--- config.mk ---
export PLATFORM = sky130hd
export DESIGN_NAME = sample_fifo
export DESIGN_NICKNAME = d
export VERILOG_FILES = /design/src/hw/capture_pkg.sv /design/src/hw/sample_fifo.sv
export VERILOG_INCLUDE_DIRS = /design/src /design/src/hw
export SDC_FILE = /design/constraint.sdc
export NUM_CORES = 1
export LEC_CHECK = 0
export ABC_AREA = 1
export BUFFER_PORTS_ARGS = -buffer_cell sky130_fd_sc_hd__buf_2
export CORE_ASPECT_RATIO = 0.5
export CORE_MARGIN = 2
export CORE_UTILIZATION = 60
export CTS_CLUSTER_SIZE = 30
export DETAILED_ROUTE_END_ITERATION = 6
export PLACE_DENSITY_LB_ADDON = 0.15
export SETUP_SLACK_MARGIN = 0.2
export SLEW_MARGIN = 20
export SYNTH_ARGS = -nofsm -noshare
export SYNTH_HDL_FRONTEND = slang
export SYNTH_SLANG_ARGS = --single-unit
--- constraint.sdc ---
create_clock -name clk_i -period 4.88 [get_ports clk_i]
set_clock_uncertainty 0.2 [all_clocks]
set_input_delay 0 -clock clk_i [delete_from_list [all_inputs] [get_ports clk_i]]
set_output_delay 0 -clock clk_i [all_outputs]
set_load 0.05 [all_outputs]
--- src/hw/capture_defs.svh ---
`ifndef CAPTURE_DEFS_SVH
`define CAPTURE_DEFS_SVH

// ADC sample and packed word widths
`define CAP_SAMPLE_W          12
`define CAP_WORD_W            36
`define CAP_SAMPLES_PER_WORD  3

// FIFO depths in entries
`define CAP_SAMPLE_DEPTH      64
`define CAP_WORD_DEPTH        256

// capture setting widths
`define CAP_DECIM_W           13
`define CAP_COUNT_W           16

// two full-resolution words leave as nine bytes
`define CAP_BYTES_PER_PAIR    9

`endif

--- src/hw/capture_pkg.sv ---
`include "capture_defs.svh"

package capture_pkg;

    typedef logic [`CAP_SAMPLE_W-1:0] sample_t;

    // three samples, oldest one in the top bits
    typedef logic [`CAP_WORD_W-1:0] word_t;

    typedef logic [7:0] byte_t;

    // static capture setting, held stable while a run is active
    typedef struct packed {
        logic [`CAP_DECIM_W-1:0] decimation;   // keep every (D+1)-th sample
        logic [`CAP_COUNT_W-1:0] presamples;
        logic [`CAP_COUNT_W-1:0] max_samples;
    } capture_cfg_t;

    typedef enum logic [2:0] {
        ST_IDLE,
        ST_PRE_FILL,
        ST_PRE_FULL,
        ST_TRIGGERED,
        ST_DONE
    } capture_state_t;

    typedef struct packed {
        logic empty;
        logic full;
    } fifo_status_t;

endpackage

--- src/hw/sample_fifo.sv ---
`timescale 1ns/1ps

module sample_fifo import capture_pkg::*; #(
    parameter type payload_t = logic [7:0],
    parameter int  DEPTH     = 16
) (
    input  logic         clk_i,
    input  logic         reset,
    input  logic         clear_i,
    input  logic         wr_en_i,
    input  payload_t     din_i,
    input  logic         rd_en_i,
    output payload_t     dout_o,
    output fifo_status_t status_o
);

    localparam int PTR_W = (DEPTH > 1) ? $clog2(DEPTH) : 1;
    localparam int CNT_W = $clog2(DEPTH + 1);

    payload_t         mem [DEPTH];
    logic [PTR_W-1:0] wr_ptr;
    logic [PTR_W-1:0] rd_ptr;
    logic [CNT_W-1:0] count;
    logic             empty;
    logic             full;
    logic             do_wr;
    logic             do_rd;

    function automatic logic [PTR_W-1:0] ptr_next(input logic [PTR_W-1:0] ptr);
        return (ptr == PTR_W'(DEPTH - 1)) ? '0 : ptr + 1'b1;
    endfunction

    assign empty = (count == '0);
    assign full  = (count == CNT_W'(DEPTH));
    assign do_wr = wr_en_i & ~full;   // write into a full FIFO is dropped
    assign do_rd = rd_en_i & ~empty;

    assign status_o.empty = empty;
    assign status_o.full  = full;
    assign dout_o         = mem[rd_ptr];   // head entry, first word fall through

    always_ff @(posedge clk_i) begin
        if (reset || clear_i) begin
            wr_ptr <= '0;
            rd_ptr <= '0;
            count  <= '0;
        end else begin
            if (do_wr) wr_ptr <= ptr_next(wr_ptr);
            if (do_rd) rd_ptr <= ptr_next(rd_ptr);
            case ({do_wr, do_rd})
                2'b10:   count <= count + 1'b1;
                2'b01:   count <= count - 1'b1;
                default: count <= count;
            endcase
        end
    end

    always_ff @(posedge clk_i) begin
        if (do_wr) mem[wr_ptr] <= din_i;
    end

endmodule

==> impl_metrics.tcl <==
set metrics [dict create \
    ys_ff_latch 145 \
    critPathBufInv 2 \
    die_x_um 148 \
    yosysWarnings 0 \
    vias_per_cell 5.48 \
    nFillCells 750 \
    dr_total_vias 4030 \
    power.leakage_nw 2.63 \
    n_antenna_cell 0 \
    area_delta_synth_final_pct 14.0 \
    grt_start_max_net_pins 89 \
    grt_util_all_layers_pct 23.7 \
    fin_crit_sh_pct 57.1 \
    root_buffer "clkbuf_16" \
    drt_iter0_markers 387 \
    cts_made_buffers 17 \
    p_per_area_nw_per_um2 422 \
    crit_chain "buf_4 > o211ai_1 > nand3_1 > nand3_1 > nand2_1 > buf_2" \
    dpl_cell_area_um2 6390 \
    dp_cells 690 \
    io_pins 23 \
    wl_met3_um 742 \
    crit_top_cell "nand3_1" \
    min_period_ns 2.78 \
    hold_violations 0 \
    synthCells 552 \
    dr_wl_met2_um 5700 \
    dr.pass1.iters 5 \
    ys_seq_area_share_pct 67.1 \
    status "complete, no violations" \
    final_area_um2 7100 \
    overflow 0 \
    final_antenna_net_count 0 \
    fmax_mhz 359 \
    rsz0062_at_grt "false" \
    grt_pass1_vias 3863 \
    worst_path_max_delay_cell "dfxtp_4" \
    grt_pass1_wl_um 20000 \
    layout_commonest_cell "edfxtp_1" \
    rows 26 \
    cp_data_arrival_time_ns 2.58 \
    syn_avg_cell_area_um2 11.3 \
    cts_max_level 4 \
    syn_nets 573 \
    clkTransAtPathRegs_ns 0.06 \
    cts_sinks 145 \
    drive_above_1_share_pct 12.3 \
    wirelength_um 12700 \
    layout_common_cells "edfxtp_1, inv_1, nand2_1, nand3_1, a21oi_1" \
    syn_area_um2 6230 \
    endpoint_kind "primary output" \
    setup_viol 0 \
    core_um2 10100 \
    place_hpwl_um 7620 \
    worstPathRequired_ns 4.68 \
    worst_pin_slew_ns 1.02 \
    cp_max_fo 88 \
    gp_congestion 0.848 \
    die_h_um 76.1 \
    initial_utilization_pct 61.4 \
    nets 603 \
    wl_per_cell_um 17.3 \
    worstSetupPathType "reg2out" \
    drt-met1-wl_um 6120 \
    holdCritPathClass "reg2reg" \
    synth_cell_types 26 \
    maxUsedRoutingLayer "met4" \
    maxSlewViolCount 0 \
    port_buffers 22 \
    clk_latency_ns 0.42 \
    tritoncts "done" \
    relSlewSlack_pct 31.5 \
    cpPeakStageDelay_ns 0.90 \
    die_area_um2 11300 \
    finalSetupTns_ns 0 \
    final_cell_count_no_fill 735 \
    crit_family "flip-flops" \
    vdd.ir_drop.worst_mv 0.259 \
    antenna_found_initial 0 \
    cp-start-kind "flip-flop" \
    cts_buffer_depth 2 \
    drv_cap 0 \
    holdWs_ns 0.299 \
    drcViolationCount 0 \
]
cell usage after synthesis, drive strengths merged:
| master | n | area share [%] |
|---|---|---|
| edfxtp | 128 | 62 |
| a21oi | 41 | 3.3 |
| o211ai | 32 | 4.7 |
| nor3 | 3 | 0.24 |
| clkbuf | 4 | 0.24 |
| buf | 23 | 2.3 |
| nand3b | 1 | 0.12 |
| xnor2 | 2 | 0.28 |
| dfxtp | 17 | 5.5 |
| ha | 8 | 1.6 |
| xor2 | 2 | 0.28 |
| nand3 | 59 | 4.7 |
| nand2 | 78 | 4.8 |
| nand4 | 2 | 0.30 |
| nor2 | 24 | 1.5 |
| inv | 88 | 5.3 |
| o21ai | 40 | 3.2 |
cell type report:
class,count,area [µm²],area share [%]
flip-flops and latches,145,4190,59.0
clock inverters,15,159,2.24
multi-input cells,292,1560,22.0
clock buffers,17,425,5.99
repair buffers,38,263,3.70
well taps,140,175,2.47
inverters,88,330,4.65
cells by family after synthesis:
family	share of synthesized area, %
adder cells (fa/ha/maj)	1.61
buffers and inverters	7.89
AO/OA/AOI/OAI	11.2
XOR/XNOR	0.562
flip-flops	67.1
AND/OR/NAND/NOR	11.7
final timing paths:
check             startpoint         to  slack, ns  cells after the start
setup reg to reg    count[0]   count[4]       2.40                     17
hold reg to reg     count[0]   count[0]       0.30                      1
hold / removal      count[0]   count[0]       0.30                      1
setup / recovery   flip-flop  dout_o[4]       2.10                      6
flip-flops by register name, indices dropped and copies added, names as in the netlist, named ones only:
name and count:
wr_ptr 4, rd_ptr 4, count 5, mem 128
power breakdown:
part	internal [mW]	switching (mW)	total, mW
clock	0.757	0.526	1.28
sequential	1.37	0.0285	1.40
combinational	0.0937	0.225	0.319
total	2.22	0.779	3.00
routing by layer:
layer / global-route usage (%) / up-vias
met5: 0 / -
met4: 6.86 / 0
met3: 5.57 / 17
met2: 36.2 / 115
met1: 34.6 / 1928
li1: - / 1970
per-stage QoR:
step,total power [mW],setup slack (ns),util [%]
finish,3.00,2.10,70.0
global route,3.10,1.92,70.0
CTS,3.00,2.11,70.0
detailed placement,1.73,2.44,63.0
global placement,1.73,2.43,62.9
floorplan,1.67,2.76,-
what timing repair did:
action / 4_1_cts / 5_1_grt
setup buffers: 0 / 0
gates resized for setup: 0 / 0
hold buffers: 13 / 0
hold endpoints to repair: 145 / 0
(Power assumes the default switching activity.)
