File: src/hw/capture_defs.svh
`ifndef CAPTURE_DEFS_SVH
`define CAPTURE_DEFS_SVH

// ADC sample and packed word widths
`define CAP_SAMPLE_W          12
`define CAP_WORD_W            36
`define CAP_SAMPLES_PER_WORD  3

// FIFO depths in entries
`define CAP_SAMPLE_DEPTH      64
`define CAP_WORD_DEPTH        256

// capture setting widths
`define CAP_DECIM_W           13
`define CAP_COUNT_W           16

// two full-resolution words leave as nine bytes
`define CAP_BYTES_PER_PAIR    9

`endif

File: src/hw/capture_pkg.sv
`include "capture_defs.svh"

package capture_pkg;

    typedef logic [`CAP_SAMPLE_W-1:0] sample_t;

    // three samples, oldest one in the top bits
    typedef logic [`CAP_WORD_W-1:0] word_t;

    typedef logic [7:0] byte_t;

    // static capture setting, held stable while a run is active
    typedef struct packed {
        logic [`CAP_DECIM_W-1:0] decimation;   // keep every (D+1)-th sample
        logic [`CAP_COUNT_W-1:0] presamples;
        logic [`CAP_COUNT_W-1:0] max_samples;
    } capture_cfg_t;

    typedef enum logic [2:0] {
        ST_IDLE,
        ST_PRE_FILL,
        ST_PRE_FULL,
        ST_TRIGGERED,
        ST_DONE
    } capture_state_t;

    typedef struct packed {
        logic empty;
        logic full;
    } fifo_status_t;

endpackage

File: src/hw/capture_ctrl.sv
`timescale 1ns/1ps
`include "capture_defs.svh"

module capture_ctrl import capture_pkg::*; (
    input  logic           clk_i,
    input  logic           reset,
    input  logic           arm_i,
    input  logic           capture_go_i,
    input  logic           write_mask_i,
    input  sample_t        datain_i,
    input  capture_cfg_t   cfg_i,
    input  fifo_status_t   sample_status_i,
    input  logic           packer_idle_i,
    output logic           fifo_clear_o,
    output logic           sample_wr_o,
    output sample_t        sample_din_o,
    output logic           discard_o,
    output capture_state_t state_o,
    output logic           capture_done_o
);

    localparam int CNT_W = `CAP_COUNT_W + 1;   // room for the rounded-up stop count

    capture_state_t          state;
    logic                    arm_q;
    logic                    arm_edge;
    logic                    armed;   // no presamples, idle waits for the trigger
    logic [`CAP_DECIM_W-1:0] decim_ctr;
    logic                    eligible;
    logic [`CAP_COUNT_W-1:0] held_cnt;
    logic [CNT_W-1:0]        trig_cnt;
    logic [CNT_W-1:0]        stop_cnt;
    logic [CNT_W-1:0]        kept_total;
    logic [1:0]              kept_mod3;
    logic                    stop_reached;
    logic                    write_state;
    logic                    done_q;

    assign arm_edge     = arm_i & ~arm_q;
    assign fifo_clear_o = arm_edge;
    assign eligible     = (decim_ctr == cfg_i.decimation);

    // samples written and not discarded in this run
    assign kept_total   = CNT_W'(held_cnt) + trig_cnt;
    // whole words only, so the packer is never left with a partial word
    assign stop_reached = (kept_total >= stop_cnt) && (kept_mod3 == 2'd0);

    assign write_state = (state == ST_PRE_FILL) || (state == ST_PRE_FULL) ||
                         ((state == ST_TRIGGERED) && !stop_reached);

    assign sample_wr_o  = eligible & write_mask_i & write_state & ~arm_edge &
                          ~sample_status_i.full;
    assign sample_din_o = datain_i;
    assign discard_o    = sample_wr_o & (state == ST_PRE_FULL);   // drop the oldest presample

    assign state_o        = state;
    assign capture_done_o = done_q;

    // decimation counter, restarted by the arm edge
    always_ff @(posedge clk_i) begin
        if (reset) begin
            arm_q     <= arm_i;   // an arm held through reset is not an edge
            decim_ctr <= '0;
        end else begin
            arm_q <= arm_i;
            if (arm_edge || eligible)
                decim_ctr <= '0;
            else
                decim_ctr <= decim_ctr + 1'b1;
        end
    end

    always_ff @(posedge clk_i) begin
        if (reset) begin
            state     <= ST_IDLE;
            armed     <= 1'b0;
            held_cnt  <= '0;
            trig_cnt  <= '0;
            stop_cnt  <= '0;
            kept_mod3 <= '0;
            done_q    <= 1'b0;
        end else if (arm_edge) begin
            held_cnt  <= '0;
            trig_cnt  <= '0;
            kept_mod3 <= '0;
            done_q    <= 1'b0;
            // M rounded up to a multiple of three
            stop_cnt  <= (({1'b0, cfg_i.max_samples} + CNT_W'(2)) / CNT_W'(3)) * CNT_W'(3);
            if (cfg_i.presamples != '0) begin
                state <= ST_PRE_FILL;
                armed <= 1'b0;
            end else begin
                state <= ST_IDLE;
                armed <= 1'b1;
            end
        end else begin
            if (sample_wr_o && !discard_o)
                kept_mod3 <= (kept_mod3 == 2'd2) ? 2'd0 : kept_mod3 + 2'd1;

            case (state)
                ST_IDLE: begin
                    if (armed && capture_go_i) begin
                        state <= ST_TRIGGERED;
                        armed <= 1'b0;
                    end
                end
                ST_PRE_FILL: begin
                    if (sample_wr_o) held_cnt <= held_cnt + 1'b1;
                    // trigger edge still writes as a presample
                    if (capture_go_i)
                        state <= ST_TRIGGERED;
                    else if (sample_wr_o && (held_cnt + 1'b1 == cfg_i.presamples))
                        state <= ST_PRE_FULL;
                end
                ST_PRE_FULL: begin
                    if (capture_go_i) state <= ST_TRIGGERED;
                end
                ST_TRIGGERED: begin
                    if (sample_wr_o) trig_cnt <= trig_cnt + 1'b1;
                    if (stop_reached) state <= ST_DONE;
                end
                ST_DONE: begin
                    // let the packer drain the sample FIFO and flush its last word
                    if (sample_status_i.empty && packer_idle_i) begin
                        state  <= ST_IDLE;
                        done_q <= 1'b1;
                    end
                end
                default: state <= ST_IDLE;
            endcase
        end
    end

endmodule

File: config.mk
export PLATFORM = sky130hd
export DESIGN_NAME = capture_ctrl
export DESIGN_NICKNAME = d
export VERILOG_FILES = /design/src/hw/capture_pkg.sv /design/src/hw/capture_ctrl.sv
export VERILOG_INCLUDE_DIRS = /design/src /design/src/hw
export SDC_FILE = /design/constraint.sdc
export NUM_CORES = 1
export LEC_CHECK = 0
export BUFFER_PORTS_ARGS = -buffer_cell sky130_fd_sc_hd__buf_2
export CORE_MARGIN = 10
export CORE_UTILIZATION = 25
export DETAILED_ROUTE_END_ITERATION = 12
export GPL_TIMING_DRIVEN = 0
export PLACE_DENSITY = 0.51
export RECOVER_POWER = 100
export SYNTH_ARGS = -nofsm -noshare
export SYNTH_HDL_FRONTEND = slang
export SYNTH_SLANG_ARGS = --single-unit
File: constraint.sdc
create_clock -name clk_i -period 13.4 [get_ports clk_i]
set_input_delay 0.67 -clock clk_i [delete_from_list [all_inputs] [get_ports clk_i]]
set_output_delay 0.67 -clock clk_i [all_outputs]
set_load 0.05 [all_outputs]
==> metrics.md <==
| Metric | Value |
|---|---|
| Clock slew seen by the registers of the worst setup and hold paths | `roughly 0.070 ns` |
| Reg2reg end | `trig_cnt[16]` |
| Worst reg2reg setup slack | `roughly 7.6 ns` |
| Fmax | `slightly below 0.08 GHz` |
| Core area | `between 30000 and 40000 um^2` |
| Dominant synthesized flop cell | `dfxtp_1` |
| Inserted Diodes | `0` |
| CP dominant cell by count | `buf_6` |
| Routability congestion estimate | `between 0.8 and 0.9` |
| Hold path depth | `1` |
| Average size of a mapped cell | `around 7.3 um^2` |
| Port Buffers | `68` |
| Via total after detailed routing | `a little over 10000` |
| Area Overhead vs Synth | `25.4%` |
| Wire length of the first global-routing pass | `roughly 50000 um` |
| Sum of overflow across all layers after global routing | `0` |
| Maximum vdd ir drop | `approximately 0.000050 V` |
| Number of flops mapped to enable cells by yosys | `0` |
| Chip Height | `between 200 and 250 um` |
| Post-synth top area share | `0.143` |
| Final setup fails | `0` |
| TritonCTS clock tree | `built` |
| Fraction of final layout cells with drive strength greater than 1 | `0.207` |
| Yosys warning total | `0` |
| Global-route total usage across every layer | `0.122` |
| Top Ports | `84` |
| Die X | `approximately 220 um` |
| Slew headroom | `0.318` |
| Cell area power density | `roughly 100 nW/um^2` |
| Sequential share of the synthesized area | `0.143` |
| CTS buffer count | `9` |
| Nature of the critical path startpoint | `input port` |
| Max-cap check violation count | `0` |
| Antenna violations before repair | `3` |
| Worst stage delay on the critical path | `0.61 ns` |
| Vias per cell | `between 5 and 6` |
| DP Wirelength | `24200 um` |
| Initial cell density of the core | `0.251` |
| Final nets | `1622` |
| Setup skew after layout | `~0.0093 ns` |
| Via count of the first global-routing pass | `9753` |
| Commonest non-fill, non-tap cell in the layout | `nand2_1` |
| Standard-cell rows | `73` |
| First-pass iteration count of the detailed router | `5` |
| Later-pin clock latency in the skew report | `~0.33 ns` |
| Startpoint of the worst register-to-register path | `held_cnt[0]` |
| Transition time of the tightest slew-check pin | `slightly above 1 ns` |
| Final antenna-violating net count | `0` |
| Startpoint of the tightest hold check path | `arm_i` |
| Number of instances in the synthesized netlist | `approximately 1400` |
| Type of element capturing the critical path | `register` |
| Number of hold violations in the final report | `0` |
| Number of remaining DRC errors | `0` |
| Category of the critical setup timing path | `in2reg` |
| Final Slew Violations | `0` |
| Cell at the root of the clock tree | `clkbuf_16` |
| Result of the run | `finished clean` |
| Largest fanout of any net on the critical path | `9` |
| Die Footprint | `48200 um^2` |
| Required time of the critical path | `about 14 ns` |
| Routed Wire Length | `31000 um` |
| Crit share post-route | `0.960` |
| Synth unique cells | `roughly 110` |
| Number of clock sinks | `slightly above 70` |
| Layout Cells excl Fill | `approximately 2000` |
| Top area cells in the synthesized netlist | `dfxtp_1 (14%), xnor2_1 (8.6%), ha_1 (7.0%), xor2_1 (5.6%), a21oi_1 (5.1%)` |
| Leakage component of the power | `around 4.6 nW` |
| Hold/Removal Path Class | `in2reg` |
| Biggest area consumer among synthesized cells | `dfxtp_1` |
| CTS H-tree depth | `3` |
| Worst endpoint data arrival time | `between 10 and 15 ns` |
| Post-route total power | `~0.0013 W` |
| Worst reg2reg path depth | `29` |
| Iteration-0 DRC Markers | `roughly 730` |
| Syn Nets | `1480` |
| Final cell utilization of the core | `0.315` |
| Fraction of registers with async set or reset after synthesis | `0` |
| Maximum buffer depth of the clock tree | `2` |
| Highest-count cells in the layout ignoring fill and taps | `nand2_1 (133), nor2_1 (128), xnor2_1 (91)` |
| Cell with the largest stage delay on the worst path | `or4_4` |
| Number of synthesized register bits | `71` |
| Minimum setup slack in the final design | `roughly 0.54 ns` |
| Number of cells after detailed placement | `1950` |
| Worst slack, placed | `-2.10 ns` |
| Post-synth design cell area | `9950 um^2` |
| Maximum number of pins on one net before global-route repair | `15` |
| Post-layout min period | `12.86 ns` |
| WHS Endpoint | `arm_q` |
| Average detailed-routed wire length per instance | `15.3 um` |
cell families (layout without fill, tap and decap cells):
logic type,Yosys count,in the layout,synth area share
and+or+nand+nor,543,543,0.285
AOI/OAI and AO/OA,374,374,0.268
xor gates and xnor gates,166,166,0.150
buffers and inverters,126,273,0.0591
DFF,71,71,0.143
adders and majority gates,58,58,0.0745
muxes,19,19,0.0192
layout make-up:
type | instances | area (um^2)
plain buffers | 67 | 408
repair inverters | 1 | 8.76
multi-input cells | 1160 | 8590
fillers | 4235 | 27100
inverters | 54 | 228
repair buffers | 135 | 861
well taps | 525 | 657
clock inverters | 7 | 77.6
flip-flops and latches | 71 | 1420
clock buffers | 9 | 225
routing by layer:
metal	up-vias	share of wire	GRT usage
met5	-	0.00068	0
met4	4	0.011	0.0255
met2	202	0.47	0.204
met3	31	0.049	0.0195
met1	4850	0.47	0.162
li1	5245	-	-
cells in the mapped netlist (11+ instances only):
master,n
nor2b_1,17
mux2i_1,18
o21ai_0,56
inv_1,50
nor2_1,130
nor4_1,20
a21o_1,13
o211ai_1,15
ha_1,56
and2_1,14
a21oi_1,102
o21bai_1,25
o21a_1,11
buf_4,18
nor3_1,38
xnor2_1,98
nand2_1,135
xor2_1,64
and3_1,31
a31oi_1,14
nand2b_1,15
clkbuf_1,39
nand4_1,18
nand3_1,60
or3_1,11
dfxtp_1,71
report_power, final:
part           internal, W  leakage [nW]  switching, W
registers         0.000218         0.576    0.00000450
logic             0.000311          3.89      0.000477
clock network     0.000146         0.147     0.0000997
total             0.000675          4.61      0.000582
sequential cells by signal (all words and copies together), names as in the netlist:
name and count:
capture_done_o 1, trig_cnt 17, arm_q 1, state_o 3
armed 1, stop_cnt 17, kept_mod3 2, held_cnt 16
decim_ctr 13
metrics by stage:
| step | setup TNS, ns | hold slack, ns | cell area [um^2] |
|---|---|---|---|
| after detailed placement | -13.76 | 0.447 | 10900 |
| final | 0 | 0.448 | 12500 |
| after global placement | -13.50 | 0.440 | 10900 |
| after global routing | -0.218 | 0.438 | 12500 |
| after floorplan | 0 | 0.432 | 9950 |
| after CTS | 0 | 0.435 | 11700 |
timing repair:
| item | in CTS | in global routing |
|---|---|---|
| hold buffers | 0 | 0 |
| gates cloned | 0 | 2 |
| pin swaps | 14 | 61 |
| endpoints found under the setup margin | 11 | 8 |
| buffers inserted | 13 | 53 |
| resized for setup | 55 | 95 |
how the worst max path moves through the flow:
stage               startpoint      endpoint  depth (start not counted)
CTS                   cfg_i[1]  stop_cnt[16]                         67
global route          cfg_i[1]  stop_cnt[16]                         68
global placement      cfg_i[1]  stop_cnt[16]                         62
finish                cfg_i[1]  stop_cnt[16]                         68
detailed placement    cfg_i[1]  stop_cnt[16]                         64
floorplan             cfg_i[1]  stop_cnt[16]                         63
worst max-delay path: cells and delay by family:
family          cells  cell delay, ns
compound gates     30            6.00
xor+xnor            4            0.47
fa+ha+maj           4            0.69
buf+inv            15            1.92
mux                 1            0.22
simple gates       14            3.09
(Power assumes the default switching activity.)
