[config.mk]
export PLATFORM = sky130hd
export DESIGN_NAME = byte_unpacker
export DESIGN_NICKNAME = d
export VERILOG_FILES = /design/src/hw/capture_pkg.sv /design/src/hw/byte_unpacker.sv
export VERILOG_INCLUDE_DIRS = /design/src /design/src/hw
export SDC_FILE = /design/constraint.sdc
export NUM_CORES = 1
export LEC_CHECK = 0
export BUFFER_PORTS_ARGS = -buffer_cell sky130_fd_sc_hd__buf_2
export CORE_ASPECT_RATIO = 2
export CORE_MARGIN = 10
export CORE_UTILIZATION = 45
export CTS_CLUSTER_DIAMETER = 100
export CTS_CLUSTER_SIZE = 20
export DETAILED_ROUTE_END_ITERATION = 6
export PLACE_DENSITY = 0.74
export SKIP_LAST_GASP = 1
export SYNTH_ARGS = -nofsm -noshare
export SYNTH_HDL_FRONTEND = slang
export SYNTH_SLANG_ARGS = --single-unit
export TNS_END_PERCENT = 10
[constraint.sdc]
create_clock -name clk_i -period 3.73 [get_ports clk_i]
set_clock_uncertainty 0.2 [all_clocks]
set_input_delay 0.1865 -clock clk_i [delete_from_list [all_inputs] [get_ports clk_i]]
set_output_delay 0.1865 -clock clk_i [all_outputs]
set_load 0.05 [all_outputs]
[src/hw/capture_defs.svh]
`ifndef CAPTURE_DEFS_SVH
`define CAPTURE_DEFS_SVH

// ADC sample and packed word widths
`define CAP_SAMPLE_W          12
`define CAP_WORD_W            36
`define CAP_SAMPLES_PER_WORD  3

// FIFO depths in entries
`define CAP_SAMPLE_DEPTH      64
`define CAP_WORD_DEPTH        256

// capture setting widths
`define CAP_DECIM_W           13
`define CAP_COUNT_W           16

// two full-resolution words leave as nine bytes
`define CAP_BYTES_PER_PAIR    9

`endif

[src/hw/capture_pkg.sv]
`include "capture_defs.svh"

package capture_pkg;

    typedef logic [`CAP_SAMPLE_W-1:0] sample_t;

    // three samples, oldest one in the top bits
    typedef logic [`CAP_WORD_W-1:0] word_t;

    typedef logic [7:0] byte_t;

    // static capture setting, held stable while a run is active
    typedef struct packed {
        logic [`CAP_DECIM_W-1:0] decimation;   // keep every (D+1)-th sample
        logic [`CAP_COUNT_W-1:0] presamples;
        logic [`CAP_COUNT_W-1:0] max_samples;
    } capture_cfg_t;

    typedef enum logic [2:0] {
        ST_IDLE,
        ST_PRE_FILL,
        ST_PRE_FULL,
        ST_TRIGGERED,
        ST_DONE
    } capture_state_t;

    typedef struct packed {
        logic empty;
        logic full;
    } fifo_status_t;

endpackage

[src/hw/byte_unpacker.sv]
`timescale 1ns/1ps
`include "capture_defs.svh"

module byte_unpacker import capture_pkg::*; (
    input  logic         clk_i,
    input  logic         reset,
    input  logic         read_en_i,
    input  logic         low_res_i,
    input  fifo_status_t word_status_i,
    input  word_t        word_i,
    output logic         word_rd_o,
    output byte_t        data_o,
    output logic         valid_o
);

    localparam int MID_LAST  = `CAP_WORD_W / 8 - 1;        // last whole byte of the first word
    localparam int PAIR_LAST = `CAP_BYTES_PER_PAIR - 1;
    localparam int LOW_LAST  = `CAP_SAMPLES_PER_WORD - 1;

    logic [3:0] byte_idx;
    logic [3:0] nib_q;      // low nibble of the first word of a pair
    logic       active;
    logic       pop;
    logic       wrap;
    byte_t      byte_sel;
    byte_t      data_q;
    logic       valid_q;

    assign active = read_en_i & ~word_status_i.empty;

    always_comb begin
        if (low_res_i) begin
            pop  = (byte_idx >= 4'(LOW_LAST));
            wrap = pop;
        end else begin
            pop  = (byte_idx == 4'(MID_LAST)) || (byte_idx == 4'(PAIR_LAST));
            wrap = (byte_idx == 4'(PAIR_LAST));
        end
    end

    assign word_rd_o = active & pop;

    always_comb begin
        if (low_res_i) begin
            case (byte_idx)   // top 8 bits of each sample
                4'd0:    byte_sel = word_i[35:28];
                4'd1:    byte_sel = word_i[23:16];
                4'd2:    byte_sel = word_i[11:4];
                default: byte_sel = '0;
            endcase
        end else begin
            case (byte_idx)
                4'd0:    byte_sel = word_i[35:28];
                4'd1:    byte_sel = word_i[27:20];
                4'd2:    byte_sel = word_i[19:12];
                4'd3:    byte_sel = word_i[11:4];
                4'd4:    byte_sel = {nib_q, word_i[35:32]};   // straddles both words
                4'd5:    byte_sel = word_i[31:24];
                4'd6:    byte_sel = word_i[23:16];
                4'd7:    byte_sel = word_i[15:8];
                4'd8:    byte_sel = word_i[7:0];
                default: byte_sel = '0;
            endcase
        end
    end

    always_ff @(posedge clk_i) begin
        if (reset) begin
            byte_idx <= '0;
            valid_q  <= 1'b0;
        end else begin
            valid_q <= active;
            if (active)
                byte_idx <= wrap ? 4'd0 : byte_idx + 4'd1;
        end
    end

    always_ff @(posedge clk_i) begin
        if (active) data_q <= byte_sel;
        if (active && !low_res_i && (byte_idx == 4'(MID_LAST)))
            nib_q <= word_i[3:0];
    end

    assign data_o  = data_q;
    assign valid_o = valid_q;

endmodule

==> flow_summary.toml, run 1 <==
[clock_network]
clkLatencyLatePin_ps = 250
h-tree-depth = 1
cts_buffers = 3
clk_pin_slew_ps = 70
clock-sinks = 17
cts_tree = "built"
cts_buffer_depth = 2
clock-root-buffer = "clkbuf_8"
cts_resized = 0

[timing]
post-route-period-util_pct = 76.67
setup_tns_ps = 0
slew_headroom_pct = 34.81
min_period_ps = 2860
tightest_slew_ps = 977.8
setup_violations = 0
timing.fmax_mhz = 349.7
finalHoldViolCount = 0
drv_slew = 0
grt_setup_unrepaired = "false"

[die]
start_util_pct = 47.10
ios = 52
fp-row-count = 28
die-area_um2 = 5885
design.core.area_um2 = 2978
die_h_um = 98.96
die_x_um = 59.48

[synth]
yosysWarnings = 0
synth_area_um2 = 1403
synth_top_area_share_pct = 25.69
synth_xor_area_share_pct = 1.873
synth-edff-count = 12
synth_flop_cell = "edfxtp_1"
synthAdderAreaFrac_pct = 3.568
synth_compound_area_share_pct = 36.66
yosys.area_share.simple_pct = 14.09
yosys.cell_count.top_type = "o22ai_1"
ys_ff_latch = 17
synth_cells = 152
synthArstFlopShare_pct = 0
synthTopCellsByCount = "o22ai_1, a22oi_1, a21oi_1, edfxtp_1, nand2_1"
synth_top_family_by_area = "compound AO/OA/AOI/OAI gates"
yosys.cell_types.count = 40
synth.area.top_cells = "edfxtp_1, dfxtp_1, a22oi_1, a222oi_1, o22ai_1"
synth_area_per_cell_um2 = 9.228
synth_mux_area_share_pct = 3.568
synth-seq-area-share_pct = 32.83
synth_fp_nets = 198
synth_area_leader_cell = "edfxtp_1"

[placement]
io_buffers = 50
gp_congestion = 0.9396
place_hpwl_um = 3508

[worst_hold_path]
hold_path_end = "valid_o"
min-delay-start = "read_en_i"
hold_path_depth = 3
hp-class = "input pin to flop"

[flow_run]
cap_viol_max_count = 0

[outcome]
status = "completed"

[setup_path]
start_kind = "flop"
cp_data_required_time_ps = 3340
endpoint_kind = "primary output"
critPathMaxFanout = 24
worst_ep_arrival_time_ps = 2470
rrSetupSlack_ps = 1080
r2r_end = "data_o[6]"
crit_type = "flop to primary output"
timing.rr.start = "byte_idx[0]"
worst_r2r_path_depth = 4

[detailed_routing]
via_count = 1552
wirelength_um = 4736
first_iter_violations = 196
via_per_inst = 6.777
first_pass_iters = 5
ant_nets = 0
routedWlPerCell_um = 20.68
drc_errors = 0

[layout]
layout-drive-gt1-share_pct = 31.66
n_antenna_cell = 0
finalNetCount = 246
final_core_util_pct = 57.10
layout-area-overhead-vs-synth_pct = 21.23

[power_and_ir_drop]
ir_drop_mv = 0.2819
leakage_nw = 0.6512
powerDensity_nw_per_um2 = 306.6

[global_route]
track_usage_pct = 15.89
antenna_found_initial = 0
grt_pass1_vias = 1596
grt_first_pass_wirelength_um = 7665
grt-ovfl-total = 0
grt_max_degree = 26
[metrics by stage]
step | std cells | total power, mW | hold WS, ps | cell area [µm²] | setup slack (ps)
final | 229 | 0.5214 | 60.84 | 1700 | 870.3
after global routing | 229 | 0.5482 | 86.59 | 1700 | 634.5
after CTS | 229 | 0.5193 | 63.11 | 1700 | 899.5
after detailed placement | 220 | 0.3759 | 185.7 | 1605 | 1160
after global placement | 220 | 0.3718 | 180.1 | 1605 | 1222
after floorplan | 152 | 0.3271 | 70.75 | 1403 | 1489
[layout by cell type (no fill, tap or decap), types with 5 or more instances in the layout]
cell | synthesis | layout
a21oi_1 | 12 | 12
a222oi_1 | 9 | 9
a22oi_1 | 13 | 13
buf_2 | 5 | 50
dfxtp_1 | 5 | 5
dlygate4sd3_1 | 0 | 5
edfxtp_1 | 12 | 12
mux2i_1 | 5 | 5
nand2_1 | 12 | 12
nand2b_1 | 5 | 5
nor2_1 | 10 | 10
o22ai_1 | 14 | 14
[cell families after synthesis]
| kind of cell | count (synthesis) |
|---|---|
| adder cells (fa/ha/maj) | 4 |
| XOR/XNOR | 3 |
| AO/OA/AOI/OAI | 65 |
| multiplexers | 5 |
| buffers and inverters | 17 |
| flip-flops | 17 |
| AND/OR/NAND/NOR | 41 |
[sequential cells by signal, summed over array words and instances, names as in the netlist]
signal	flops
data_o	8
valid_o	1
byte_idx	4
nib_q	4
[power breakdown]
part           internal (mW)  switching (mW)  total, mW
Clock                 0.0759          0.0659      0.142
Combinational         0.0624           0.100      0.163
Sequential             0.214         0.00308      0.217
[layer usage]
layer | vias up | wire, µm | global-route usage [%]
met4 | 0 | 169 | 8.526
li1 | 708 | - | -
met3 | 18 | 503 | 4.884
met1 | 723 | 1566 | 16.73
met5 | - | 0 | 0
met2 | 103 | 2496 | 26.55
[final cells by class]
cell class | instances | area [µm²]
Multi-Input combinational cell | 118 | 838.3
Inverter | 5 | 18.77
Tap cell | 30 | 37.54
Sequential cell | 17 | 460.4
Timing Repair Buffer | 55 | 300.3
Fill cell | 274 | 1277
Clock buffer | 4 | 45.04
[how the worst max path moves through the flow]
stage	start	endpoint	slack, ps	cells after the start
global placement	byte_idx[1]	word_rd_o	1220	7
CTS	byte_idx[1]	word_rd_o	900	7
floorplan	byte_idx[1]	word_rd_o	1490	7
detailed placement	byte_idx[0]	data_o[6]	1160	4
finish	byte_idx[1]	word_rd_o	870	7
global route	byte_idx[1]	word_rd_o	630	7
[critical path: stages, from the launching register on]
cell and delay [ps]:
dfxtp_1 350, inv_1 110, ha_1 780, nand2_1 300, nor2_1 230, nor2_1 70
a21oi_1 110, buf_2 270
[timing repair]
item                      in CTS  in global routing
buffers inserted               0                  0
hold endpoints to repair       5                  0
hold buffers                   5                  0
(Power assumes the default switching activity.)
==> inputs of run 2 (changes only) <==
Settings changed: ABC_AREA set to 1.
Clock period 3.73 ns to 2.5 ns, I/O delays scaled along.
==> run 2 against run 1 <==
Utilization shrank 1.2 points. Combinational power rose by 46%. Die area is 15% higher. Via count up 26%. Sequential power is 48% higher. Wire length rose by 15%. Worst hold slack better by 6.6 ps. Synthesized area increased by 21%. Critical path type unchanged.
==> flow_summary.toml, run 2 <==
[outcome]
status = "completed"

[timing]
grt_setup_unrepaired = "false"
post-route-period-util_pct = 91.43
hold_slack_ps = 67.46
setup_tns_ps = 0
setup_violations = 0
timing.fmax_mhz = 437.5
tightest_slew_ps = 641.6
fin_ws_ps = 214.2
drv_slew = 0
min_period_ps = 2286
slew_headroom_pct = 57.17
finalHoldViolCount = 0

[setup_path]
endpoint_kind = "primary output"
worst_ep_arrival_time_ps = 1960
rrSetupSlack_ps = 410
timing.rr.start = "byte_idx[1]"
worst_r2r_path_depth = 8
critPathMaxFanout = 24
crit_type = "flop to primary output"
start_kind = "flop"
cp_data_required_time_ps = 2170
r2r_end = "data_o[0]"

[clock_network]
cts_buffers = 3
cts_buffer_depth = 2
clock-sinks = 17
clkLatencyLatePin_ps = 270
clk_pin_slew_ps = 80
cts_setup_buffers = 0
clock-root-buffer = "clkbuf_8"
cts_tree = "built"
h-tree-depth = 1

[global_route]
grt_max_degree = 36
grt_first_pass_wirelength_um = 8963
track_usage_pct = 15.81
antenna_found_initial = 0
grt-ovfl-total = 0
grt_pass1_vias = 1988

[synth]
synth_compound_area_share_pct = 1.034
synthArstFlopShare_pct = 0
synth_area_per_cell_um2 = 6.369
synthAdderAreaFrac_pct = 2.954
synth_flop_cell = "edfxtp_1"
synth_top_family_by_area = "simple AND/OR/NAND/NOR gates"
synth-edff-count = 12
synth_xor_area_share_pct = 1.034
yosys.cell_types.count = 24
synth.area.top_cells = "edfxtp_1, nand3_1, nand2_1, nand4_1, nor2_1"
synth_mux_area_share_pct = 0
synth-seq-area-share_pct = 27.18
synth_top_area_share_pct = 21.27
yosysWarnings = 0
synth_area_leader_cell = "edfxtp_1"
synth_fp_nets = 312
yosys.cell_count.top_type = "nand2_1"
synthTopCellsByCount = "nand2_1, nand3_1, nand4_1"
synth_cells = 266
synth_area_um2 = 1694
yosys.area_share.simple_pct = 54.36
ys_ff_latch = 17

[placement]
dp_cells = 355
gp_congestion = 0.9101
place_hpwl_um = 4051
dpl_worst_slack_ps = 276.1
postPlaceCellArea_um2 = 1936
io_buffers = 50

[layout]
post-route-cell-area_um2 = 2039
finalNetCount = 362
largest_reg_flops = 8
multi_input_area_um2 = 1011
layout_commonest_cell = "nand2_1"
layout-area-overhead-vs-synth_pct = 20.38
final_cell_mix = "nand2_1, nand3_1, buf_2, nand4_1, nor2_1"
layout-drive-gt1-share_pct = 22.86
regArea_um2 = 460.4
instances_no_fill = 364
n_antenna_cell = 0
final_core_util_pct = 55.94
fill_cells = 405

[detailed_routing]
first_pass_iters = 4
ant_nets = 0
wl_met1_um = 1935
drc_errors = 0
met2_length_um = 2910
routedWlPerCell_um = 14.90
via_count = 1962
wirelength_um = 5425
wl_met3_um = 401
via_per_inst = 5.390
first_iter_violations = 95
top_layer = "met4"

[flow_run]
cap_viol_max_count = 0

[worst_hold_path]
hold_path_depth = 5
hp-class = "input pin to flop"
hold_path_end = "data_o[4]"
min-delay-start = "word_i[8]"

[die]
die-area_um2 = 6768
ios = 52
die_h_um = 106.8
start_util_pct = 46.47
fp-row-count = 31
die_x_um = 63.39
design.core.area_um2 = 3646

[power_and_ir_drop]
ir_drop_mv = 0.3596
leakage_nw = 1.053
powerDensity_nw_per_um2 = 389.2
finalPower_uw = 793.8
[run 2: cell count changes in the layout (fill, tap and decap cells not counted), sizes merged, moves of 10 or more]
cell,delta
inv,+23
nand4,+29
nand3,+54
nor2,+21
o22ai,-14
nand2,+62
a22oi,-15
a21oi,-10
[run 2: worst max-delay path by stage]
stage                     start         to  slack, ps  cells after the start
global placement    byte_idx[1]  word_rd_o        320                      7
detailed placement  byte_idx[1]  word_rd_o        280                      7
global route        byte_idx[1]  word_rd_o         40                      7
finish              byte_idx[1]  word_rd_o        210                      7
floorplan           byte_idx[0]   nib_q[0]        610                      5
CTS                 byte_idx[0]  word_rd_o        120                      7
[run 2: kinds of logic (layout without fill, tap and decap cells)]
| group | count (synthesis) | after routing |
|---|---|---|
| simple gates | 195 | 195 |
| buf+inv | 45 | 94 |
| flops | 17 | 17 |
| fa+ha+maj | 4 | 4 |
| compound gates | 3 | 3 |
| xor+xnor | 2 | 2 |
[run 2: cell type report]
| class | count | area share (%) |
|---|---|---|
| multi-input combinational | 204 | 49.57 |
| sequential | 17 | 22.58 |
| inverter | 28 | 5.153 |
| clock buffer | 3 | 2.025 |
| tap | 49 | 3.006 |
| clock inverter | 1 | 0.3681 |
| timing repair buffer | 62 | 17.30 |
[run 2: critical path, cell delays in order (launching register included)]
cell	delay [ps]
dfxtp_1	340
inv_1	140
ha_2	500
nand3_1	160
nand2_1	110
nand3_2	90
nand2_1	80
buf_2	260
[run 2: where the power goes]
group | internal (mW) | switching [mW] | leakage (nW)
Combinational | 0.0832 | 0.155 | 0.879
Clock | 0.113 | 0.122 | 0.0217
Sequential | 0.317 | 0.00444 | 0.153
[run 2: layer usage]
metal  vias to the layer above  track usage, %
met5                         -               0
met4                         0           9.591
met3                        14           3.858
met2                        82           29.19
met1                       876           15.16
li1                        990               -
[run 2: timing repair]
item / 4_1_cts / 5_1_grt
pin swaps: 0 / 0
resized for setup: 1 / 1
hold buffers: 5 / 0
setup endpoints to repair: 1 / 1
endpoints found under the hold margin: 8 / 0
