<file path="src/hw/capture_defs.svh">
`ifndef CAPTURE_DEFS_SVH
`define CAPTURE_DEFS_SVH

// ADC sample and packed word widths
`define CAP_SAMPLE_W          12
`define CAP_WORD_W            36
`define CAP_SAMPLES_PER_WORD  3

// FIFO depths in entries
`define CAP_SAMPLE_DEPTH      64
`define CAP_WORD_DEPTH        256

// capture setting widths
`define CAP_DECIM_W           13
`define CAP_COUNT_W           16

// two full-resolution words leave as nine bytes
`define CAP_BYTES_PER_PAIR    9

`endif

</file>
<file path="src/hw/capture_pkg.sv">
`include "capture_defs.svh"

package capture_pkg;

    typedef logic [`CAP_SAMPLE_W-1:0] sample_t;

    // three samples, oldest one in the top bits
    typedef logic [`CAP_WORD_W-1:0] word_t;

    typedef logic [7:0] byte_t;

    // static capture setting, held stable while a run is active
    typedef struct packed {
        logic [`CAP_DECIM_W-1:0] decimation;   // keep every (D+1)-th sample
        logic [`CAP_COUNT_W-1:0] presamples;
        logic [`CAP_COUNT_W-1:0] max_samples;
    } capture_cfg_t;

    typedef enum logic [2:0] {
        ST_IDLE,
        ST_PRE_FILL,
        ST_PRE_FULL,
        ST_TRIGGERED,
        ST_DONE
    } capture_state_t;

    typedef struct packed {
        logic empty;
        logic full;
    } fifo_status_t;

endpackage

</file>
<file path="src/hw/sample_packer.sv">
`timescale 1ns/1ps
`include "capture_defs.svh"

module sample_packer import capture_pkg::*; (
    input  logic           clk_i,
    input  logic           reset,
    input  capture_state_t state_i,
    input  fifo_status_t   sample_status_i,
    input  sample_t        sample_i,
    input  fifo_status_t   word_status_i,
    output logic           sample_rd_o,
    output logic           word_wr_o,
    output word_t          word_o,
    output logic           idle_o
);

    localparam int LAST  = `CAP_SAMPLES_PER_WORD - 1;
    localparam int CNT_W = $clog2(`CAP_SAMPLES_PER_WORD);

    logic [CNT_W-1:0] rd_cnt;   // samples already in the word register
    logic             wr_q;
    logic             capturing;
    logic             last_rd;
    word_t            word_q;

    assign capturing = (state_i == ST_TRIGGERED) || (state_i == ST_DONE);

    // word FIFO full stalls the packer
    assign sample_rd_o = capturing & ~sample_status_i.empty & ~word_status_i.full;
    assign last_rd     = sample_rd_o && (rd_cnt == CNT_W'(LAST));

    assign word_o    = word_q;
    assign word_wr_o = wr_q;
    assign idle_o    = (rd_cnt == '0) & ~wr_q;

    always_ff @(posedge clk_i) begin
        if (reset) begin
            rd_cnt <= '0;
            wr_q   <= 1'b0;
        end else begin
            wr_q <= last_rd;   // word goes out one cycle after the third read
            if (last_rd)
                rd_cnt <= '0;
            else if (sample_rd_o)
                rd_cnt <= rd_cnt + 1'b1;
        end
    end

    // oldest sample ends up in the top bits
    always_ff @(posedge clk_i) begin
        if (sample_rd_o)
            word_q <= {word_q[`CAP_WORD_W-`CAP_SAMPLE_W-1:0], sample_i};
    end

endmodule

</file>
<file path="config.mk">
export PLATFORM = sky130hd
export DESIGN_NAME = sample_packer
export DESIGN_NICKNAME = d
export VERILOG_FILES = /design/src/hw/capture_pkg.sv /design/src/hw/sample_packer.sv
export VERILOG_INCLUDE_DIRS = /design/src /design/src/hw
export SDC_FILE = /design/constraint.sdc
export NUM_CORES = 1
export LEC_CHECK = 0
export BUFFER_PORTS_ARGS = -buffer_cell sky130_fd_sc_hd__buf_2
export CAP_MARGIN = 0
export CELL_PAD_IN_SITES_DETAIL_PLACEMENT = 0
export CELL_PAD_IN_SITES_GLOBAL_PLACEMENT = 2
export CORE_ASPECT_RATIO = 0.8
export CORE_UTILIZATION = 31
export DETAILED_ROUTE_END_ITERATION = 16
export MAX_ROUTING_LAYER = met4
export PLACE_DENSITY_LB_ADDON = 0.15
export SLEW_MARGIN = 10
export SYNTH_ARGS = -nofsm -noshare
export SYNTH_HDL_FRONTEND = slang
export SYNTH_SLANG_ARGS = --single-unit
</file>
<file path="constraint.sdc">
create_clock -name clk_i -period 3.3 [get_ports clk_i]
set_clock_uncertainty 0.1 [all_clocks]
set_input_delay 0.66 -clock clk_i [delete_from_list [all_inputs] [get_ports clk_i]]
set_output_delay 0.66 -clock clk_i [all_outputs]
set_load 0.02 [all_outputs]
</file>
==> impl_results.md, run 1 <==
* Status: finished clean
* Placed Cells at ~170
* Worst path most repeated cell: buf_2
* Post-Synth XOR/XNOR Area at 0%
* Hold WS at approximately 0.35 ns
* R2R cell count at 4
* Initial Utilization at around a third
* DRT Wirelength at 1990 µm
* Largest stage delay on the critical path at roughly 0.40 ns
* CP bufs+invs at 2
* Num Clock Sinks at 39
* Worst r2r src: rd_cnt[0]$_SDFFE_PP0P_
* Post-synthesis simple-gate area fraction at roughly 4.5%
* Compound-gate portion of the synthesized area at ~1.6%
* Max-Cap Viols at 0
* Total number of vias at just over 700
* ANT nets after route at 0
* Post-route non-filler standard cell count at ~180
* WL/cell at about 11 µm
* Area growth from synthesis to layout at 35.6%
* Logic pwr share at about 4.4%
* Row cnt at 20
* CTS tree: done
* First-pass GRT wire length at ~3100 µm
* Root Driver: clkbuf_8
* Worst rel slew slack at between 80% and 90%
* Core Region at approximately 3900 µm²
* Int Power at a little over 0.7 mW
* Clock transition at path regs at about 0.07 ns
* Switching share of power at 20.3%
* Period minus WS final at between 2 and 2.5 ns
* CTS Buffer Depth at 2
* P_sw at 0.180 mW
* Worst-path cell chain: buf_2 -> or3b_4 -> a211oi_4 -> buf_2
* Die area at around 4400 µm²
* RSZ-0062 raised after global routing: no
* R2R Path End: rd_cnt[1]$_SDFFE_PP0P_
* Slew Limit Fails at 0
* WP data arrival at between 1.5 and 2 ns
* Hold Path Sink: word_o[35]$_DFFE_PP_
* CP top delay family: simple AND/OR/NAND/NOR gates
* CP Launch Type: input pin
* Hold Path Class: reg -> reg
* Clk_lat worst skew at 0.28 ns
* Grt ovf at 0
* Nets@finish at approximately 140
* Synthesized area at approximately 1300 µm²
* WP data required at 2.54 ns
* DRC viols at 0
* I/O pins at 60
* Port Buffers at 57
* Vias/cell at 4.01
* # hold bufs at CTS at 0
* Largest net degree at the start of global routing at 24
* Critical Path Slowest Stage Cell: or3b_4
* # fillers at 367
* Seq pwr share at about 60%
* Crit path kind: in -> out
* Post_cts resized at 0
* Synth Register Bits at 39
* Fin crit share at between 70% and 80%
* Final Setup Violations at 0
* R2r setup slk at approximately 2 ns
* Clock network fraction of total power at 34.0%
* Post-synth cell types at 15
* N_diodes at 0
* Power Density at 514 nW/µm²
* Final Hold Fails at 0
* Layout cells sized above 1 at between 50% and 60%
* Hold Crit Depth at 0
* Crit. End Element: output pin
* Post-Syn Nets at 77
* Worst Max-Slew Pin Slew at 0.289 ns
* Drt pass-1 iters at 4
* Leakage Power at roughly 0.67 nW
* Post-synthesis adder-cell area fraction at 1.96%
* Vias in the first global route at about 680
* Setup TNS at 0 ns
* H-Tree Depth at 2
* Die W at about 74 µm
* Largest family of logic cells by synthesized area: simple AND/OR/NAND/NOR gates
* Yosys warns at 0
* Fmax at between 400 and 500 MHz
* Final HPWL DP at between 1000 and 1500 µm
* Tot GR Track Use at a little over a tenth
* CTS buffer count at 5
* Max VDD drop at just over 0.0004 V
* Hold Crit Start: word_o[23]$_DFFE_PP_
* Worst-path fanout max at 3
* Syn avg cell area at between 20 and 25 µm²
* Number of DRC markers in iteration 0 at 46
* Die height at roughly 59 µm
* Total setup buffers inserted after CTS at 0
* Mux contribution to synthesized area at under 10%
* Seq/Total Area, Yosys at about 89%
* Global placement routability congestion at 0.574
* Syn Inst Count at 54
* Initial antenna violation count at 0
-- cell usage in the layout (no fill, tap or decap) --
master      synthesis  layout
edfxtp_1           36      36
or3b_1              1       1
a211oi_4            1       1
nand2b_1            1       1
buf_2               0      57
mux2i_1             1       1
clkinvlp_4          0       1
mux2_4              1       1
clkbuf_8            0       5
and3b_1             1       1
buf_4               0       2
dfxtp_1             3       3
nor3_1              1       1
inv_1               2       2
clkinv_2            0       1
nand3b_1            1       1
nor2_1              1       1
nor2b_1             1       1
clkbuf_1            0       1
or3b_4              1       1
ha_1                2       2
-- through the flow --
stage | power, mW | instance area, µm² | worst slack (ns) | utilization (%)
6_report | 0.889 | 1730 | 0.874 | 44.6
5_1_grt | 0.929 | 1730 | 0.840 | 44.6
4_1_cts | 0.904 | 1730 | 0.870 | 44.6
3_5_place_dp | 0.599 | 1650 | 0.873 | 42.4
3_3_place_gp | 0.597 | 1650 | 0.894 | 42.4
2_1_floorplan | 0.578 | 1280 | 0.210 | -
-- area by class of cell --
type | count | area (µm²) | area share [%]
repair buffers | 59 | 300 | 17.4
multi-input cells | 13 | 128 | 7.38
flip-flops and latches | 39 | 1140 | 65.9
clock buffers | 6 | 72.6 | 4.19
well taps | 55 | 68.8 | 3.98
inverters | 2 | 7.51 | 0.434
clock inverters | 2 | 12.5 | 0.723
-- per-layer routing --
metal	vias to the layer above	global-route usage [%]	wire, µm	share of wire, %
met1	329	11.8	783	39
met2	34	16.0	995	50
li1	338	-	-	-
met3	5	4.93	178	9.0
met4	0	4.95	30	1.5
met5	-	-	0	0
-- worst register-to-register path, stage by stage, from the launching register on --
cell and delay, ns:
dfxtp_1 0.33, inv_1 0.07, ha_1 0.27, or3b_1 0.34, mux2i_1 0.13
-- worst max-delay path by stage --
stage,from,endpoint,slack (ns),cells after the start
after CTS,state_i[0],sample_rd_o,0.87,4
after floorplan,state_i[0],sample_rd_o,0.21,2
after global routing,state_i[0],sample_rd_o,0.84,4
after detailed placement,state_i[0],sample_rd_o,0.87,4
final,state_i[0],sample_rd_o,0.87,4
after global placement,state_i[0],sample_rd_o,0.89,4
-- power by group through the flow --
| stage | registers [mW] | clock network (mW) | logic (mW) |
|---|---|---|---|
| global placement | 0.558 | 0 | 0.0390 |
| floorplan | 0.567 | 0 | 0.0107 |
| detailed placement | 0.559 | 0 | 0.0398 |
| CTS | 0.548 | 0.316 | 0.0399 |
| global route | 0.549 | 0.338 | 0.0431 |
| finish | 0.548 | 0.303 | 0.0391 |
-- registers in the layout, summed over array words and instances, names as in the netlist --
register	flops
rd_cnt	2
word_o	36
word_wr_o	1
-- Yosys cell counts (all sizes together) --
| cell | count | area [µm²] |
|---|---|---|
| edfxtp | 36 | 1080 |
| nor3 | 1 | 5.00 |
| mux2 | 1 | 15.0 |
| inv | 2 | 7.51 |
| nand3b | 1 | 7.51 |
| and3b | 1 | 8.76 |
| nand2b | 1 | 6.26 |
| nor2 | 1 | 3.75 |
| a211oi | 1 | 20.0 |
| nor2b | 1 | 6.26 |
| mux2i | 1 | 10.0 |
| or3b | 2 | 20.0 |
| dfxtp | 3 | 60.1 |
| ha | 2 | 25.0 |
-- kinds of logic after synthesis --
group                    Yosys count
adder cells (fa/ha/maj)            2
AO/OA/AOI/OAI                      1
AND/OR/NAND/NOR                    8
flip-flops                        39
buffers and inverters              2
multiplexers                       2
Power figures use the tool's default switching activity.
==> run 2, diff against run 1 <==
Settings changed: ABC_AREA set to 1, CORE_UTILIZATION 31 to 30.
Clock period 3.3 ns to 2.3 ns, I/O delays scaled along.
==> impl_results.md, run 2 <==
* Final Hold Fails at 0
* Synth async-reset ratio at 0%
* Seq/Total Area, Yosys at 89.9%
* Top cells by count, synth: edfxtp_1, inv_1, nand2_1
* Initial antenna violation count at 0
* CP Launch Type: input pin
* Largest stage delay on the critical path at about 0.19 ns
* Power Density at 734 nW/µm²
* Global placement routability congestion at about 0.73
* ANT nets after route at 0
* # hold bufs at CTS at 0
* Post-Syn Nets at between 80 and 90
* Status: finished clean
* DRT Wirelength at roughly 2200 µm
* Synth Register Bits at 39
* Crit. End Element: output pin
* Area growth from synthesis to layout at 35.2%
* Synth area leader: edfxtp_1
* Ranking of synthesized cells by area: edfxtp_1, dfxtp_1, ha_1, inv_1, nand3_1
* Hold Path Class: in -> reg
* Critical Path Slowest Stage Cell: buf_2
* WP data arrival at 1.20 ns
* Largest net degree at the start of global routing at 20
* Setup TNS at 0 ns
* Post-synthesis adder-cell area fraction at approximately 2.0%
* Die height at around 60 µm
* Period minus WS final at 1.76 ns
* CTS tree: done
* CP bufs+invs at 3
* Worst-path cell chain: buf_2 -> nor2_1 -> nand2_1 -> nand2_2 -> nand2_2 -> inv_1 -> buf_2
* Port Buffers at 57
* I/O pins at 60
* CTS buffer count at 5
* Final Setup Violations at 0
* Die W at roughly 75 µm
* Final design utilization at 43.7%
* Nets@finish at between 150 and 200
* Number of DRC markers in iteration 0 at 29
* Worst Max-Slew Pin Slew at around 0.24 ns
* Commonest non-fill, non-tap cell in the layout: buf_2
* Drt pass-1 iters at 3
* CTS Buffer Depth at 2
* Root Driver: clkbuf_8
* Max VDD drop at 0.000389 V
* WL/cell at about 12 µm
* Vias/cell at 4.04
* Max-Cap Viols at 0
* Worst-path fanout max at 4
* Core Region at about 3900 µm²
* DP Area at approximately 1600 µm²
* Crit path kind: in -> out
* Cell area after layout at roughly 1700 µm²
* Syn avg cell area at around 20 µm²
* First-pass GRT wire length at roughly 3200 µm
* Power Total at ~1.3 mW
* Syn Inst Count at 63
* Fmax at between 500 and 600 MHz
* N_diodes at 0
* Max reg flops at 36
* Hold WS at between 0.2 and 0.25 ns
* Leakage Power at roughly 0.70 nW
* Most common cell in the synthesized netlist: edfxtp_1
* Total setup buffers inserted after CTS at 0
* Yosys warns at 0
* CP top delay family: buffers and inverters
* Post_cts resized at 0
* Largest family of logic cells by synthesized area: simple AND/OR/NAND/NOR gates
* Die area at around 4500 µm²
* Post-synthesis simple-gate area fraction at under 10%
* Worst rel slew slack at ~84%
* Vias in the first global route at approximately 660
* Worst setup margin at 0.541 ns
* Fin crit share at between 70% and 80%
* Dpl ws at 0.526 ns
* WP data required at about 1.7 ns
* Placed Cells at 177
* Total number of vias at roughly 740
* Commonest cells after routing, fill and taps aside: buf_2, edfxtp_1, inv_1
* Initial Utilization at approximately 32%
* Layout cells sized above 1 at a little over half
* Compound-gate portion of the synthesized area at less than 1%
* RSZ-0062 raised after global routing: no
* H-Tree Depth at 2
* Tot GR Track Use at 10.8%
* Synth Flop Type: edfxtp_1
* Post-Synth XOR/XNOR Area at 0%
* Synthesized area at 1270 µm²
* Post-synth EDFFs at 36
* Post-route non-filler standard cell count at ~180
* Clock transition at path regs at ~0.070 ns
* Row cnt at 20
* Slew Limit Fails at 0
* Synth top area share at a little under nine tenths
* DRC viols at 0
* Post-synth cell types at 11
* Mux contribution to synthesized area at 0%
* Num Clock Sinks at 39
* Grt ovf at 0
* Clk_lat worst skew at about 0.28 ns
[run 2: changes by cell type after synthesis, sizes merged, moves of 2 or more]
| cell | change |
|---|---|
| nand3 | +4 |
| nand2 | +6 |
| or3b | -2 |
| nor2 | +3 |
| inv | +4 |
| a21oi | +2 |
[run 2: area by class of cell]
class,count,area [µm²]
Tap cell,55,68.8
Clock buffer,5,68.8
Clock inverter,2,8.76
Fill cell,373,2210
Inverter,6,22.5
Timing Repair Buffer,59,300
Sequential cell,39,1140
Multi-Input combinational cell,18,105
[run 2: worst reg2reg max path, delay by kind of cell (launching register included)]
kind / cells / cell delay [ns]
AO/OA/AOI/OAI: 1 / 0.12
adder cells (fa/ha/maj): 1 / 0.20
buffers and inverters: 1 / 0.07
flip-flops: 1 / 0.32
AND/OR/NAND/NOR: 2 / 0.16
[run 2: power by group]
part	leakage (nW)	internal [mW]	total, mW	switching, mW
clock	0.0414	0.201	0.416	0.215
sequential	0.351	0.782	0.786	0.00399
combinational	0.306	0.0217	0.0563	0.0346
total	0.699	1.01	1.26	0.253
[run 2: logic make-up (layout without fill, tap and decap cells)]
group	Yosys count	after routing
compound gates	2	2
fa+ha+maj	2	2
buf+inv	6	72
simple gates	14	14
flops	39	39
[run 2: worst paths after layout]
check | from | end | slack [ns] | depth (start not counted)
hold / removal | reset | word_wr_o$_SDFF_PP0_ | 0.24 | 2
setup / recovery | state_i[0] | sample_rd_o | 0.54 | 7
setup reg to reg | rd_cnt[0]$_SDFFE_PP0P_ | rd_cnt[0]$_SDFFE_PP0P_ | 1.26 | 5
hold reg to reg | word_o[16]$_DFFE_PP_ | word_o[28]$_DFFE_PP_ | 0.34 | 0
[run 2: routing by layer]
layer	GRT usage [%]	up-vias	share of wire [%]
li1	-	359	-
met5	-	-	0
met3	6.07	6	11
met1	12.0	338	41
met2	15.6	40	46
met4	5.66	0	1.6
